[config.mk]
export PLATFORM = sky130hd
export DESIGN_NAME = pipe_core
export DESIGN_NICKNAME = d
export VERILOG_FILES = /design/src/logic/pipe_pkg.sv /design/src/logic/exec_stage.sv /design/src/logic/forward_unit.sv /design/src/logic/inst_decode.sv /design/src/logic/mem_wb_stage.sv /design/src/logic/pipe_core.sv /design/src/logic/reg_file.sv
export SDC_FILE = /design/constraint.sdc
export NUM_CORES = 2
export LEC_CHECK = 0
export BUFFER_PORTS_ARGS = -buffer_cell sky130_fd_sc_hd__buf_4
export CORE_MARGIN = 3
export CORE_UTILIZATION = 45
export DETAILED_ROUTE_END_ITERATION = 12
export PLACE_DENSITY = 0.62
export SYNTH_ARGS = -nofsm -noshare
export SYNTH_HDL_FRONTEND = slang
export SYNTH_SLANG_ARGS = --single-unit
[constraint.sdc]
create_clock -name clk -period 14.2 [get_ports clk]
set_clock_uncertainty 0.05 [all_clocks]
set_input_delay 0.71 -clock clk [delete_from_list [all_inputs] [get_ports clk]]
set_output_delay 0.71 -clock clk [all_outputs]
set_load 0.02 [all_outputs]
[src/logic/pipe_pkg.sv]
`default_nettype none

package pipe_pkg;

	// width the pipeline register structs are built with
	localparam int DEFAULT_XLEN = 32;

	// register index
	typedef logic [4:0] reg_addr_t;

	// funct bits folded into the opcode
	typedef enum logic [6:0] {
		nop    = 7'h00,
		add    = 7'h01,
		sub    = 7'h02,
		and_op = 7'h03,
		or_op  = 7'h04,
		xor_op = 7'h05,
		addi   = 7'h10,
		andi   = 7'h11,
		ori    = 7'h12,
		xori   = 7'h13,
		slti   = 7'h14,
		sll    = 7'h15,
		srl    = 7'h16,
		jal    = 7'h20,
		sw     = 7'h30
	} opcode_e;

	// register-register view, rs2 also read here for sw
	typedef struct packed {
		logic [9:0] unused;
		reg_addr_t  rs2;
		reg_addr_t  rs1;
		reg_addr_t  rd;
		opcode_e    opcode;
	} r_fmt_t;

	// immediate view, imm overlaps rs2 and the unused bits
	typedef struct packed {
		logic signed [14:0] imm;
		reg_addr_t          rs1;
		reg_addr_t          rd;
		opcode_e            opcode;
	} i_fmt_t;

	typedef union packed {
		r_fmt_t r_fmt;
		i_fmt_t i_fmt;
	} inst_u;

	// operand a sources, same codes as the forwarding mux select lines
	typedef enum logic [1:0] {
		fa_pc     = 2'b00,
		fa_ex_mem = 2'b01,
		fa_mem_wb = 2'b10,
		fa_reg    = 2'b11
	} fwd_a_e;

	// operand b sources
	typedef enum logic [2:0] {
		fb_imm    = 3'b000,
		fb_one    = 3'b001,
		fb_ex_mem = 3'b010,
		fb_mem_wb = 3'b011,
		fb_reg    = 3'b100
	} fwd_b_e;

	// store data sources
	typedef enum logic [1:0] {
		fs_reg    = 2'b00,
		fs_ex_mem = 2'b01,
		fs_mem_wb = 2'b10
	} fwd_st_e;

	typedef struct packed {
		logic                    valid;
		opcode_e                 opcode;
		reg_addr_t               rs1;
		reg_addr_t               rs2;
		reg_addr_t               rd;
		logic                    wr;
		logic [DEFAULT_XLEN-1:0] pc;
		logic [DEFAULT_XLEN-1:0] rs1_val;
		logic [DEFAULT_XLEN-1:0] rs2_val;
		logic [DEFAULT_XLEN-1:0] imm;
	} id_ex_t;

	typedef struct packed {
		logic                    valid;
		logic                    wr;
		logic                    is_store;
		reg_addr_t               rd;
		logic [DEFAULT_XLEN-1:0] result;
		logic [DEFAULT_XLEN-1:0] store_data;
	} ex_mem_t;

	// mem/wb register, doubles as the writeback port
	typedef struct packed {
		logic                    valid;
		reg_addr_t               rd;
		logic [DEFAULT_XLEN-1:0] data;
	} wb_t;

	typedef struct packed {
		logic                    valid;
		logic [DEFAULT_XLEN-1:0] addr;
		logic [DEFAULT_XLEN-1:0] data;
	} store_t;

	// second alu operand is the immediate
	function automatic logic uses_imm(opcode_e op);
		return op inside {addi, andi, ori, xori, slti, sll, srl, sw};
	endfunction

	// instruction produces a register result
	function automatic logic writes_rd(opcode_e op);
		return op inside {add, sub, and_op, or_op, xor_op,
			addi, andi, ori, xori, slti, sll, srl, jal};
	endfunction

	function automatic logic op_defined(opcode_e op);
		return writes_rd(op) || op == sw || op == nop;
	endfunction

endpackage

`default_nettype wire

[src/logic/exec_stage.sv]
`timescale 1ns/1ps
`default_nettype none

module exec_stage #(
	parameter int XLEN = pipe_pkg::DEFAULT_XLEN
) (
	input  wire  logic              clk,
	input  wire  logic              rst_n,
	input  wire  pipe_pkg::id_ex_t  id_ex,
	input  wire  pipe_pkg::fwd_a_e  fwd_a,
	input  wire  pipe_pkg::fwd_b_e  fwd_b,
	input  wire  pipe_pkg::fwd_st_e fwd_st,
	input  wire  logic [XLEN-1:0]   mem_wb_data,
	output pipe_pkg::ex_mem_t       ex_mem
);
	import pipe_pkg::*;

	logic [XLEN-1:0] op_a;
	logic [XLEN-1:0] op_b;
	logic [XLEN-1:0] st_val;
	logic [XLEN-1:0] alu_out;

	if (XLEN != DEFAULT_XLEN) begin : g_xlen_chk
		$error("exec_stage: XLEN differs from the package data width");
	end

	// operand muxes with the ex_mem forward taken from this stage's own output register
	always_comb begin
		case (fwd_a)
			fa_pc:     op_a = id_ex.pc;
			fa_ex_mem: op_a = ex_mem.result;
			fa_mem_wb: op_a = mem_wb_data;
			default:   op_a = id_ex.rs1_val;
		endcase

		case (fwd_b)
			fb_imm:    op_b = id_ex.imm;
			fb_one:    op_b = XLEN'(1);
			fb_ex_mem: op_b = ex_mem.result;
			fb_mem_wb: op_b = mem_wb_data;
			default:   op_b = id_ex.rs2_val;
		endcase

		// sw data uses the register sources of operand b
		case (fwd_st)
			fs_ex_mem: st_val = ex_mem.result;
			fs_mem_wb: st_val = mem_wb_data;
			default:   st_val = id_ex.rs2_val;
		endcase
	end

	// ALU
	always_comb begin
		case (id_ex.opcode)
			sub:          alu_out = op_a - op_b;
			and_op, andi: alu_out = op_a & op_b;
			or_op, ori:   alu_out = op_a | op_b;
			xor_op, xori: alu_out = op_a ^ op_b;
			// signed compare giving 1 or 0
			slti:         alu_out = ($signed(op_a) < $signed(op_b)) ? XLEN'(1) : '0;
			// shift amount in the low five bits of imm
			sll:          alu_out = op_a << op_b[4:0];
			srl:          alu_out = op_a >> op_b[4:0];
			// add, addi, jal link and sw address
			default:      alu_out = op_a + op_b;
		endcase
	end

	// EX/MEM register
	always_ff @(posedge clk or negedge rst_n) begin
		if (!rst_n) begin
			ex_mem <= '0;
		end else begin
			ex_mem.valid      <= id_ex.valid;
			ex_mem.wr         <= id_ex.wr;
			ex_mem.is_store   <= id_ex.valid && id_ex.opcode == sw;
			ex_mem.rd         <= id_ex.rd;
			ex_mem.result     <= alu_out;
			ex_mem.store_data <= st_val;
		end
	end

endmodule

`default_nettype wire

[src/logic/forward_unit.sv]
`timescale 1ns/1ps
`default_nettype none

module forward_unit #(
	parameter int XLEN = pipe_pkg::DEFAULT_XLEN
) (
	input  wire pipe_pkg::opcode_e   id_ex_opcode,
	input  wire pipe_pkg::reg_addr_t id_ex_rs1,
	input  wire pipe_pkg::reg_addr_t id_ex_rs2,
	input  wire pipe_pkg::reg_addr_t ex_mem_rd,
	input  wire logic                ex_mem_wr,
	input  wire pipe_pkg::reg_addr_t mem_wb_rd,
	input  wire logic                mem_wb_wr,
	output pipe_pkg::fwd_a_e         fwd_a,
	output pipe_pkg::fwd_b_e         fwd_b,
	output pipe_pkg::fwd_st_e        fwd_st
);
	import pipe_pkg::*;

	logic ex_hit_rs1;
	logic ex_hit_rs2;
	logic wb_hit_rs1;
	logic wb_hit_rs2;

	if (XLEN != DEFAULT_XLEN) begin : g_xlen_chk
		$error("forward_unit: XLEN differs from the package data width");
	end

	// EX hazard with the producer one instruction ahead
	assign ex_hit_rs1 = ex_mem_wr && ex_mem_rd != '0 && ex_mem_rd == id_ex_rs1;
	assign ex_hit_rs2 = ex_mem_wr && ex_mem_rd != '0 && ex_mem_rd == id_ex_rs2;
	// MEM hazard with the producer two ahead
	assign wb_hit_rs1 = mem_wb_wr && mem_wb_rd != '0 && mem_wb_rd == id_ex_rs1;
	assign wb_hit_rs2 = mem_wb_wr && mem_wb_rd != '0 && mem_wb_rd == id_ex_rs2;

	always_comb begin
		// jal computes pc + 1
		if (id_ex_opcode == jal)
			fwd_a = fa_pc;
		// newest producer wins when both stages match
		else if (ex_hit_rs1)
			fwd_a = fa_ex_mem;
		else if (wb_hit_rs1)
			fwd_a = fa_mem_wb;
		else
			fwd_a = fa_reg;

		// I-format and sw take the immediate as operand b
		if (uses_imm(id_ex_opcode))
			fwd_b = fb_imm;
		else if (id_ex_opcode == jal)
			fwd_b = fb_one;
		else if (ex_hit_rs2)
			fwd_b = fb_ex_mem;
		else if (wb_hit_rs2)
			fwd_b = fb_mem_wb;
		else
			fwd_b = fb_reg;

		// store data follows rs2 whatever operand b took
		if (ex_hit_rs2)
			fwd_st = fs_ex_mem;
		else if (wb_hit_rs2)
			fwd_st = fs_mem_wb;
		else
			fwd_st = fs_reg;
	end

endmodule

`default_nettype wire

[src/logic/inst_decode.sv]
`timescale 1ns/1ps
`default_nettype none

module inst_decode #(
	parameter int XLEN = pipe_pkg::DEFAULT_XLEN
) (
	input  wire  logic            clk,
	input  wire  logic            rst_n,
	input  wire  logic            inst_valid,
	input  wire  pipe_pkg::inst_u inst,
	input  wire  logic [XLEN-1:0] pc,
	input  wire  pipe_pkg::wb_t   wb_in,
	output pipe_pkg::id_ex_t      id_ex
);
	import pipe_pkg::*;

	opcode_e         opcode;
	reg_addr_t       rs1;
	reg_addr_t       rs2;
	reg_addr_t       rd;
	logic [XLEN-1:0] rs1_val;
	logic [XLEN-1:0] rs2_val;
	logic [XLEN-1:0] imm_ext;

	if (XLEN != DEFAULT_XLEN) begin : g_xlen_chk
		$error("inst_decode: XLEN differs from the package data width");
	end

	// common fields sit in the same place in both views
	assign opcode = inst.r_fmt.opcode;
	assign rd     = inst.r_fmt.rd;
	assign rs1    = inst.r_fmt.rs1;
	// rs2 only meaningful for R-format and sw
	assign rs2    = inst.r_fmt.rs2;

	// sign-extend the 15 bit immediate
	assign imm_ext = {{(XLEN-15){inst.i_fmt.imm[14]}}, inst.i_fmt.imm};

	reg_file #(
		.XLEN(XLEN)
	) u_reg_file (
		.clk    (clk),
		.rst_n  (rst_n),
		.ra1    (rs1),
		.ra2    (rs2),
		.rd1    (rs1_val),
		.rd2    (rs2_val),
		.wr_port(wb_in)
	);

	// ID/EX register
	always_ff @(posedge clk or negedge rst_n) begin
		if (!rst_n) begin
			id_ex <= '0;
		end else begin
			id_ex.valid   <= inst_valid;
			// empty slot never writes back
			id_ex.wr      <= inst_valid && writes_rd(opcode);
			id_ex.opcode  <= opcode;
			id_ex.rs1     <= rs1;
			id_ex.rs2     <= rs2;
			id_ex.rd      <= rd;
			id_ex.pc      <= pc;
			id_ex.rs1_val <= rs1_val;
			id_ex.rs2_val <= rs2_val;
			id_ex.imm     <= imm_ext;
		end
	end

	// environment only presents supported instructions
	a_opcode_defined: assert property (@(posedge clk) disable iff (!rst_n)
		inst_valid |-> op_defined(opcode))
		else $error("inst_decode: undefined opcode %h", opcode);

endmodule

`default_nettype wire

[src/logic/mem_wb_stage.sv]
`timescale 1ns/1ps
`default_nettype none

module mem_wb_stage #(
	parameter int XLEN = pipe_pkg::DEFAULT_XLEN
) (
	input  wire logic              clk,
	input  wire logic              rst_n,
	input  wire pipe_pkg::ex_mem_t ex_mem,
	output pipe_pkg::store_t       store,
	output pipe_pkg::wb_t          mem_wb
);
	import pipe_pkg::*;

	if (XLEN != DEFAULT_XLEN) begin : g_xlen_chk
		$error("mem_wb_stage: XLEN differs from the package data width");
	end

	// no data memory, the store is published straight from ex_mem
	always_comb begin
		store.valid = ex_mem.valid && ex_mem.is_store;
		store.addr  = ex_mem.result;
		store.data  = ex_mem.store_data;
	end

	// MEM/WB register, x0 writers dropped here so wb only shows real writes
	always_ff @(posedge clk or negedge rst_n) begin
		if (!rst_n) begin
			mem_wb <= '0;
		end else begin
			mem_wb.valid <= ex_mem.valid && ex_mem.wr && ex_mem.rd != '0;
			mem_wb.rd    <= ex_mem.rd;
			mem_wb.data  <= ex_mem.result;
		end
	end

	// a store entry never turns into a writeback one edge later
	a_store_no_wb: assert property (@(posedge clk) disable iff (!rst_n)
		store.valid |=> !mem_wb.valid)
		else $error("mem_wb_stage: store produced a writeback");

endmodule

`default_nettype wire

[src/logic/pipe_core.sv]
`timescale 1ns/1ps
`default_nettype none

module pipe_core #(
	parameter int XLEN = pipe_pkg::DEFAULT_XLEN
) (
	input  wire logic            clk,
	input  wire logic            rst_n,
	input  wire logic            inst_valid,
	input  wire pipe_pkg::inst_u inst,
	input  wire logic [XLEN-1:0] pc,
	output pipe_pkg::wb_t        wb,
	output pipe_pkg::store_t     store
);
	import pipe_pkg::*;

	id_ex_t  id_ex;
	ex_mem_t ex_mem;
	fwd_a_e  fwd_a;
	fwd_b_e  fwd_b;
	fwd_st_e fwd_st;

	// decode, wb feeds the register file write port
	inst_decode #(
		.XLEN(XLEN)
	) u_decode (
		.clk       (clk),
		.rst_n     (rst_n),
		.inst_valid(inst_valid),
		.inst      (inst),
		.pc        (pc),
		.wb_in     (wb),
		.id_ex     (id_ex)
	);

	// mem_wb writer is the wb port itself, valid implies a real write
	forward_unit #(
		.XLEN(XLEN)
	) u_forward (
		.id_ex_opcode(id_ex.opcode),
		.id_ex_rs1   (id_ex.rs1),
		.id_ex_rs2   (id_ex.rs2),
		.ex_mem_rd   (ex_mem.rd),
		.ex_mem_wr   (ex_mem.wr),
		.mem_wb_rd   (wb.rd),
		.mem_wb_wr   (wb.valid),
		.fwd_a       (fwd_a),
		.fwd_b       (fwd_b),
		.fwd_st      (fwd_st)
	);

	exec_stage #(
		.XLEN(XLEN)
	) u_exec (
		.clk        (clk),
		.rst_n      (rst_n),
		.id_ex      (id_ex),
		.fwd_a      (fwd_a),
		.fwd_b      (fwd_b),
		.fwd_st     (fwd_st),
		.mem_wb_data(wb.data),
		.ex_mem     (ex_mem)
	);

	mem_wb_stage #(
		.XLEN(XLEN)
	) u_mem_wb (
		.clk   (clk),
		.rst_n (rst_n),
		.ex_mem(ex_mem),
		.store (store),
		.mem_wb(wb)
	);

endmodule

`default_nettype wire

[src/logic/reg_file.sv]
`timescale 1ns/1ps
`default_nettype none

module reg_file #(
	parameter int XLEN = pipe_pkg::DEFAULT_XLEN
) (
	input  wire  logic              clk,
	input  wire  logic              rst_n,
	input  wire  pipe_pkg::reg_addr_t ra1,
	input  wire  pipe_pkg::reg_addr_t ra2,
	output logic [XLEN-1:0]         rd1,
	output logic [XLEN-1:0]         rd2,
	input  wire  pipe_pkg::wb_t     wr_port
);
	import pipe_pkg::*;

	logic [XLEN-1:0] regs [32];
	logic            hit1;
	logic            hit2;

	if (XLEN != DEFAULT_XLEN) begin : g_xlen_chk
		$error("reg_file: XLEN differs from the package data width");
	end

	// write-through when the writeback targets the register being read
	assign hit1 = ra1 != '0 && wr_port.valid && wr_port.rd == ra1;
	assign hit2 = ra2 != '0 && wr_port.valid && wr_port.rd == ra2;

	// the value written at the next edge is already returned now
	assign rd1 = hit1 ? wr_port.data : regs[ra1];
	assign rd2 = hit2 ? wr_port.data : regs[ra2];

	// x0 is never written and keeps its reset value of zero
	always_ff @(posedge clk or negedge rst_n) begin
		if (!rst_n) begin
			for (int i = 0; i < 32; i++)
				regs[i] <= '0;
		end else if (wr_port.valid && wr_port.rd != '0) begin
			regs[wr_port.rd] <= wr_port.data;
		end
	end

endmodule

`default_nettype wire

* Yosys cells after proc, flatten, opt, wreduce, memory -nomap -nowiden
Cells that the tools add are included.
** Cells by class
- Add/sub/neg operators :: 2
- Magnitude comparators :: 5
- Eq/ne operators :: 39
- Shift operators :: 2
- Mux-type cells :: 25
- Bitwise operators :: 6
- Reductions and logical operators :: 27
** Operator list (number)
- 1024-bit bitwise mux :: 1
- 32-bit binary-select mux with 5-bit select :: 2
- 32-bit 2-to-1 mux :: 7
- 32-bit one-hot mux with 7 select lines :: 1
- 32-bit demux with 5-bit select :: 1
- 32-bit one-hot mux with 4 select lines :: 1
- 7-bit by 5-bit == test with 1-bit output (second input constant) :: 14
- 32-bit one-hot mux with 3 select lines :: 1
- 32-bit one-hot mux with 2 select lines :: 1
- 32-bit adder :: 1
- 32-bit AND :: 1
- 32-bit < comparator :: 1
- 32-bit bitwise OR :: 1
- 32-bit by 5-bit left shift with 32-bit output :: 1
- 32-bit by 5-bit >> shifter with 32-bit output :: 1
- 32-bit subtractor :: 1
- 32-bit bitwise XOR :: 1
- 5-bit == test :: 6
- 7-bit by 2-bit == test with 1-bit output (second input constant) :: 4
- 7-bit by 3-bit == test with 1-bit output (second input constant) :: 4
- 7-bit by 6-bit == test with 1-bit output (second input constant) :: 3
- 5-bit nonzero test :: 4
- 6-bit >= comparator (second input constant) :: 3
- 5-bit inverter with 6-bit output :: 3
- other kinds (15) :: 42
** Word-level totals
- Flip-flop bits (word level) :: 1269
- Bits of input ports :: 67
- Output and inout port bits :: 103

* Logic depth before layout (Yosys ltp)
- Depth after elaboration :: 12
- Gate-level depth with buffers :: 26
- Depth with buffers taken out :: 20

* By module
Synthesis repeated with hierarchy kept, for this count alone.
** Unflattened totals
- Cell total of the unflattened synthesis :: 5682
- Area, all modules :: 72940.0 µm²
** Modules (own cells, without submodules)
- reg_file :: times used 1, cells an instance 3707, area an instance 55385.6 µm², seq. area each 25624.6 µm²
- exec_stage :: times used 1, cells an instance 1659, area an instance 12230.5 µm², seq. area each 1801.7 µm²
- inst_decode :: times used 1, cells an instance 160, area an instance 3472.1 µm², seq. area each 3253.1 µm²
- mem_wb_stage :: times used 1, cells an instance 105, area an instance 1453.9 µm², seq. area each 950.9 µm²
- forward_unit :: times used 1, cells an instance 51, area an instance 397.9 µm², seq. area each 0.0 µm²

* Least setup slack after synthesis
OpenSTA, ideal clock, no wires.
- Path type :: reg-to-reg
- From :: reg u_exec.ex_mem[64] (netlist name)
- To :: reg u_exec.ex_mem[61] (netlist name)
- Setup time :: 124 ps
- Arrival time :: 5819 ps
- Required time :: 14026 ps
- Path slack :: 8207 ps
- Stages on the path, launching flop included :: 21
- Path buffers :: 4
- Period minus slack after synthesis :: 5993 ps
- Path through :: dfrtp_1 > or4_4 > o211ai_4 > nor2_2 > nor3_4 > a221o_1 > buf_2 > clkbuf_1 > clkbuf_1 > ha_1 > clkbuf_1 > o311a_1 > a2111oi_0 > o21ai_0 > o211ai_1 > o221ai_1 > a2111oi_0 > o31ai_1 > o31ai_1 > xnor2_1 > a211o_1
** Between the ends
- Longest elaborated chain between the ends :: 10
- Elaborated cells on any way between the ends :: 28
- Classes of those cells :: add/sub: 2; eq/ne: 7; shift: 2; mux: 8; bitwise: 3; reduce/logical: 6
** Ends and longest elaborated chain
- 5-bit nonzero test :: RTL line forward_unit.sv:30, forward_unit.sv:31
- 1-bit logical AND :: RTL line forward_unit.sv:30, forward_unit.sv:31
- 1-bit logical AND :: RTL line forward_unit.sv:31 : assign ex_hit_rs2 = ex_mem_wr && ex_mem_rd != '0 && ex_mem_rd == id_ex_rs2;
- 3-bit 2-to-1 mux :: RTL line forward_unit.sv:53 : else if (ex_hit_rs2)
- 3-bit 2-to-1 mux :: RTL line forward_unit.sv:51 : else if (id_ex_opcode == jal)
- 3-bit 2-to-1 mux :: RTL line forward_unit.sv:49 : if (uses_imm(id_ex_opcode))
- 3-bit by 2-bit == test with 1-bit output (tied with other cells) :: RTL line exec_stage.sv:36 : case (fwd_b)
- 32-bit one-hot mux with 4 select lines :: RTL line exec_stage.sv:36
- 32-bit adder (tied with other cells) :: RTL line exec_stage.sv:65 : default: alu_out = op_a + op_b;
- 32-bit one-hot mux with 7 select lines (*) :: RTL line exec_stage.sv:54 : case (id_ex.opcode)
- named net u_exec.alu_out[29] :: RTL line exec_stage.sv:21 : logic [XLEN-1:0] alu_out;
Mark *: on every way through the listed nets, which the timed path passes. The rest lies on a longest branch.
A chain may end at the register's enable or synchronous reset.

* Final worst setup path
- From :: reg u_decode.id_ex[144] (netlist name)
- To :: reg u_exec.ex_mem[62] (netlist name)
** Between the ends
- Longest elaborated chain between the ends :: 7
- Elaborated cells on any way between the ends :: 37
- Classes of those cells :: add/sub: 2; eq/ne: 18; shift: 2; mux: 6; bitwise: 3; reduce/logical: 6
** Ends and longest elaborated chain
- 7-bit by 5-bit == test with 1-bit output (tied with other cells) :: RTL line pipe_pkg.sv:113 : return op inside {addi, andi, ori, xori, slti, sll, srl, sw};
- 8-bit nonzero test or 3-bit 2-to-1 mux (tied branches) :: RTL line pipe_pkg.sv:113, forward_unit.sv:51
- 3-bit 2-to-1 mux :: RTL line forward_unit.sv:49
- 3-bit by 2-bit == test with 1-bit output (tied with other cells) :: RTL line exec_stage.sv:36
- 32-bit one-hot mux with 4 select lines :: RTL line exec_stage.sv:36
- 32-bit adder (tied with other cells) :: RTL line exec_stage.sv:65
- 32-bit one-hot mux with 7 select lines (*) :: RTL line exec_stage.sv:54
- named net u_exec.alu_out[30] :: RTL line exec_stage.sv:21
Marked as above.

==> metrics.cfg <==
[place]
dpl_worst_slack_ns = 5.98
io_buffers = 169
place_congestion = 1.01
placed_cells = 7385
place_hpwl_mm = 162

[global_routing]
first_global_vias = 49900
antenna_found_initial = 10
grt_start_max_net_pins = 141
grt.total_usage_pct = 30.9
gr-total-overflow = 0
grtUsageMet1_pct = 43.6
gr-usage-met3_pct = 5.41
met2_usage_pct = 47.8
gr-max-usage-layer = met2
grt_pass1_wl_mm = 364

[setup_path]
cp_data_arrival_time_ns = 9.01
crit_type = reg -> reg
cp-end-kind = flip-flop
crit_chain = buf_4, nor4_2, and3_2, buf_4, or2_1, buf_4, o41ai_1, or3_2, buf_4, inv_8, ha_1, fa_1, o21bai_1, a21oi_1, o21ai_0, a2111oi_0, o41ai_1, buf_4, a221oi_1, o21ai_0, o41ai_1, xnor2_1, nor2_1, or4_1
crit_path_top_delay_cell = a2111oi_0
slowest_delay_ns = 0.88
startpoint_type = flip-flop
path_delay_family = compound AO/OA/AOI/OAI gates
critical_path_peak_fanout = 46
critPathBufInv = 6
critPathMostFrequentCell = buf_4
crit_required_ns = 14.83

[sta]
fmax_mhz = 119
finalWorstSetupSlack_ns = 5.82
hold_viol = 0
period_share_pct = 59.0
finalSetupViolCount = 0
finalCriticalPeriod_ns = 8.38
slew_viol_final = 0
worst_slew_pin_slew_ns = 1.19
max_slew_margin_pct = 20.6
rsz0062_at_grt = false
final.setup.tns_ns = 0

[synthesis]
synth.avg_cell_area_um2 = 12.6
synth.top_cell.area_share_pct = 44.4
synthFlopType = dfrtp_1
synth_seq_cells = 1264
synth_edf_count = 0
synth.distinct_cells = 91
ys_warn_count = 0
yosysTopAreaCell = dfrtp_1
synthArstFlopShare_pct = 100
synth_cells = 5639
syn_area_um2 = 71200
synth_nets = 5805
synth_area_leaders = dfrtp_1 44%, mux4_2 20%, mux2_2 11%
ys_seq_area_share_pct = 44.4

[drt]
ant_nets = 0
drt-wirelength-per-cell_um = 32.9
first_iter_violations = 6110
dr.pass1.iters = 6
wirelength_mm = 253
via_count = 50400
drc = 0
via_per_inst = 6.55

[final_layout]
ff_latch_area_um2 = 31600
drive_above_1_share_pct = 35.2
multiInputGateArea_um2 = 36600
fill_cells = 13500
fin_cells = 7690
syn2layout_area_growth_pct = 11.0
layout.nets = 5689
finalCoreUtilization_pct = 50.4

[pwr]
power_leakage_nw = 35.4
p_per_area_nw_per_um2 = 102
ir_worst_vdd_mv = 0.128

[clock_network]
hold_buffers = 56
clock_sinks = 1264
cts-htree-levels = 4
path_clk_slew_ns = 0.06
clock_latency_ns = 0.81
post_cts_buffers = 0
cts_resized = 0
cts_buffers = 138
root_buffer = clkbuf_16
cts_tree = done
clockBufferDepth = 3

[floorplan]
rows = 145
dieArea_um2 = 163000
boundaryPins = 170
core_area_um2 = 157000
die_w_um = 404
fp.dieH_um = 404
start_util_pct = 45.4

[run]
maxCapViolCount = 0

[run_status]
status = finished clean

[hold_path]
hp-class = in -> reg

## flip-flops by register name, indices dropped and copies added, names as in the netlist
name and cells:
u_decode.id_ex 130, u_decode.u_reg_file.regs 1024, u_exec.ex_mem 72, u_mem_wb.mem_wb 38
## power breakdown
part	total, mW	switching [mW]	internal [mW]	leakage (nW)
Combinational	0.653	0.433	0.220	15.6
Clock	3.72	1.58	2.14	2.27
Sequential	3.71	0.0661	3.64	17.5
Total	8.08	2.08	6.00	35.4
## path summary, 6_finish.rpt
kind / start / to / slack [ns] / depth (start not counted)
hold reg to reg: u_decode.u_reg_file.regs[1008]$_DFFE_PN0P_ / u_decode.u_reg_file.regs[1008]$_DFFE_PN0P_ / 0.34 / 0
setup reg to reg: u_decode.id_ex[144]$_DFF_PN0_ / u_exec.ex_mem[62]$_DFF_PN0_ / 5.82 / 24
hold / removal: inst[20] / u_decode.id_ex[3]$_DFF_PN0_ / 0.10 / 1
min in group asynchronous: rst_n / u_decode.u_reg_file.regs[277]$_DFFE_PN0P_ / 0.44 / 2
setup / recovery: u_decode.id_ex[144]$_DFF_PN0_ / u_exec.ex_mem[62]$_DFF_PN0_ / 5.82 / 24
max in group asynchronous: rst_n / u_decode.u_reg_file.regs[165]$_DFFE_PN0P_ / 10.13 / 5
## synthesized netlist by cell type, drive strengths merged, types with 9 or more instances
master	n
nand2	551
a211o	11
o21a	20
and2	11
o22a	18
clkbuf	443
or4	9
nand2b	15
or3	11
o211ai	32
o22ai	14
nand4	9
mux2	723
nor3	47
o31ai	11
mux2i	212
o221ai	16
o21bai	20
a31oi	11
a21o	15
xnor2	29
a221oi	12
ha	97
and3	10
nor2	176
a22oi	54
or2	12
a21oi	125
mux4	644
nand3	36
inv	131
xor2	16
dfrtp	1264
nor4	21
a211oi	15
a221o	17
o21ai	485
buf	186
o311ai	9
## kinds of logic (layout without fill, tap and decap cells)
family          Yosys count  in the layout  share of synthesized area [%]
fa+ha+maj                99             99                           1.76
buf+inv                 761            753                           4.48
flops                  1264           1264                           44.4
xor+xnor                 45             45                          0.554
compound gates          966            966                           8.44
other cells               0              1                              0
simple gates            925            925                           5.52
mux                    1579           1579                           34.8
## layout make-up
class / count / share of cell area [%]
Sequential cell: 1264 / 40.0
Clock buffer: 196 / 5.13
Timing Repair Buffer: 373 / 3.86
Tap cell: 2058 / 3.26
Clock inverter: 52 / 0.762
Multi-Input combinational cell: 3614 / 46.3
Inverter: 132 / 0.636
Antenna cell: 1 / 0.00317
## metal layers
metal / vias up / share of wire, %
li1: 20800 / -
met4: 2 / 4.5
met5: - / 0.0055
met1: 26700 / 41
met2: 2423 / 46
met3: 501 / 8.0
## layout by cell type (no fill, tap or decap), types with 128 or more instances in the layout
cell,synthesis,final
mux2i_1,212,212
buf_4,77,306
nor2_1,174,156
nand2_1,551,536
dfrtp_1,1264,1264
inv_1,129,128
mux4_2,644,644
mux2_2,722,722
o21ai_0,482,482
clkbuf_16,0,142
## per-stage QoR
stage | hold WS [ns] | cell area [um^2] | total power [mW]
finish | 0.104 | 79000 | 8.08
detailed placement | 0.333 | 73800 | 4.41
CTS | 0.0472 | 79000 | 8.14
floorplan | 0.281 | 71200 | 4.11
global route | 0.0788 | 79000 | 8.32
global placement | 0.326 | 73800 | 4.41
(Power assumes the default switching activity.)
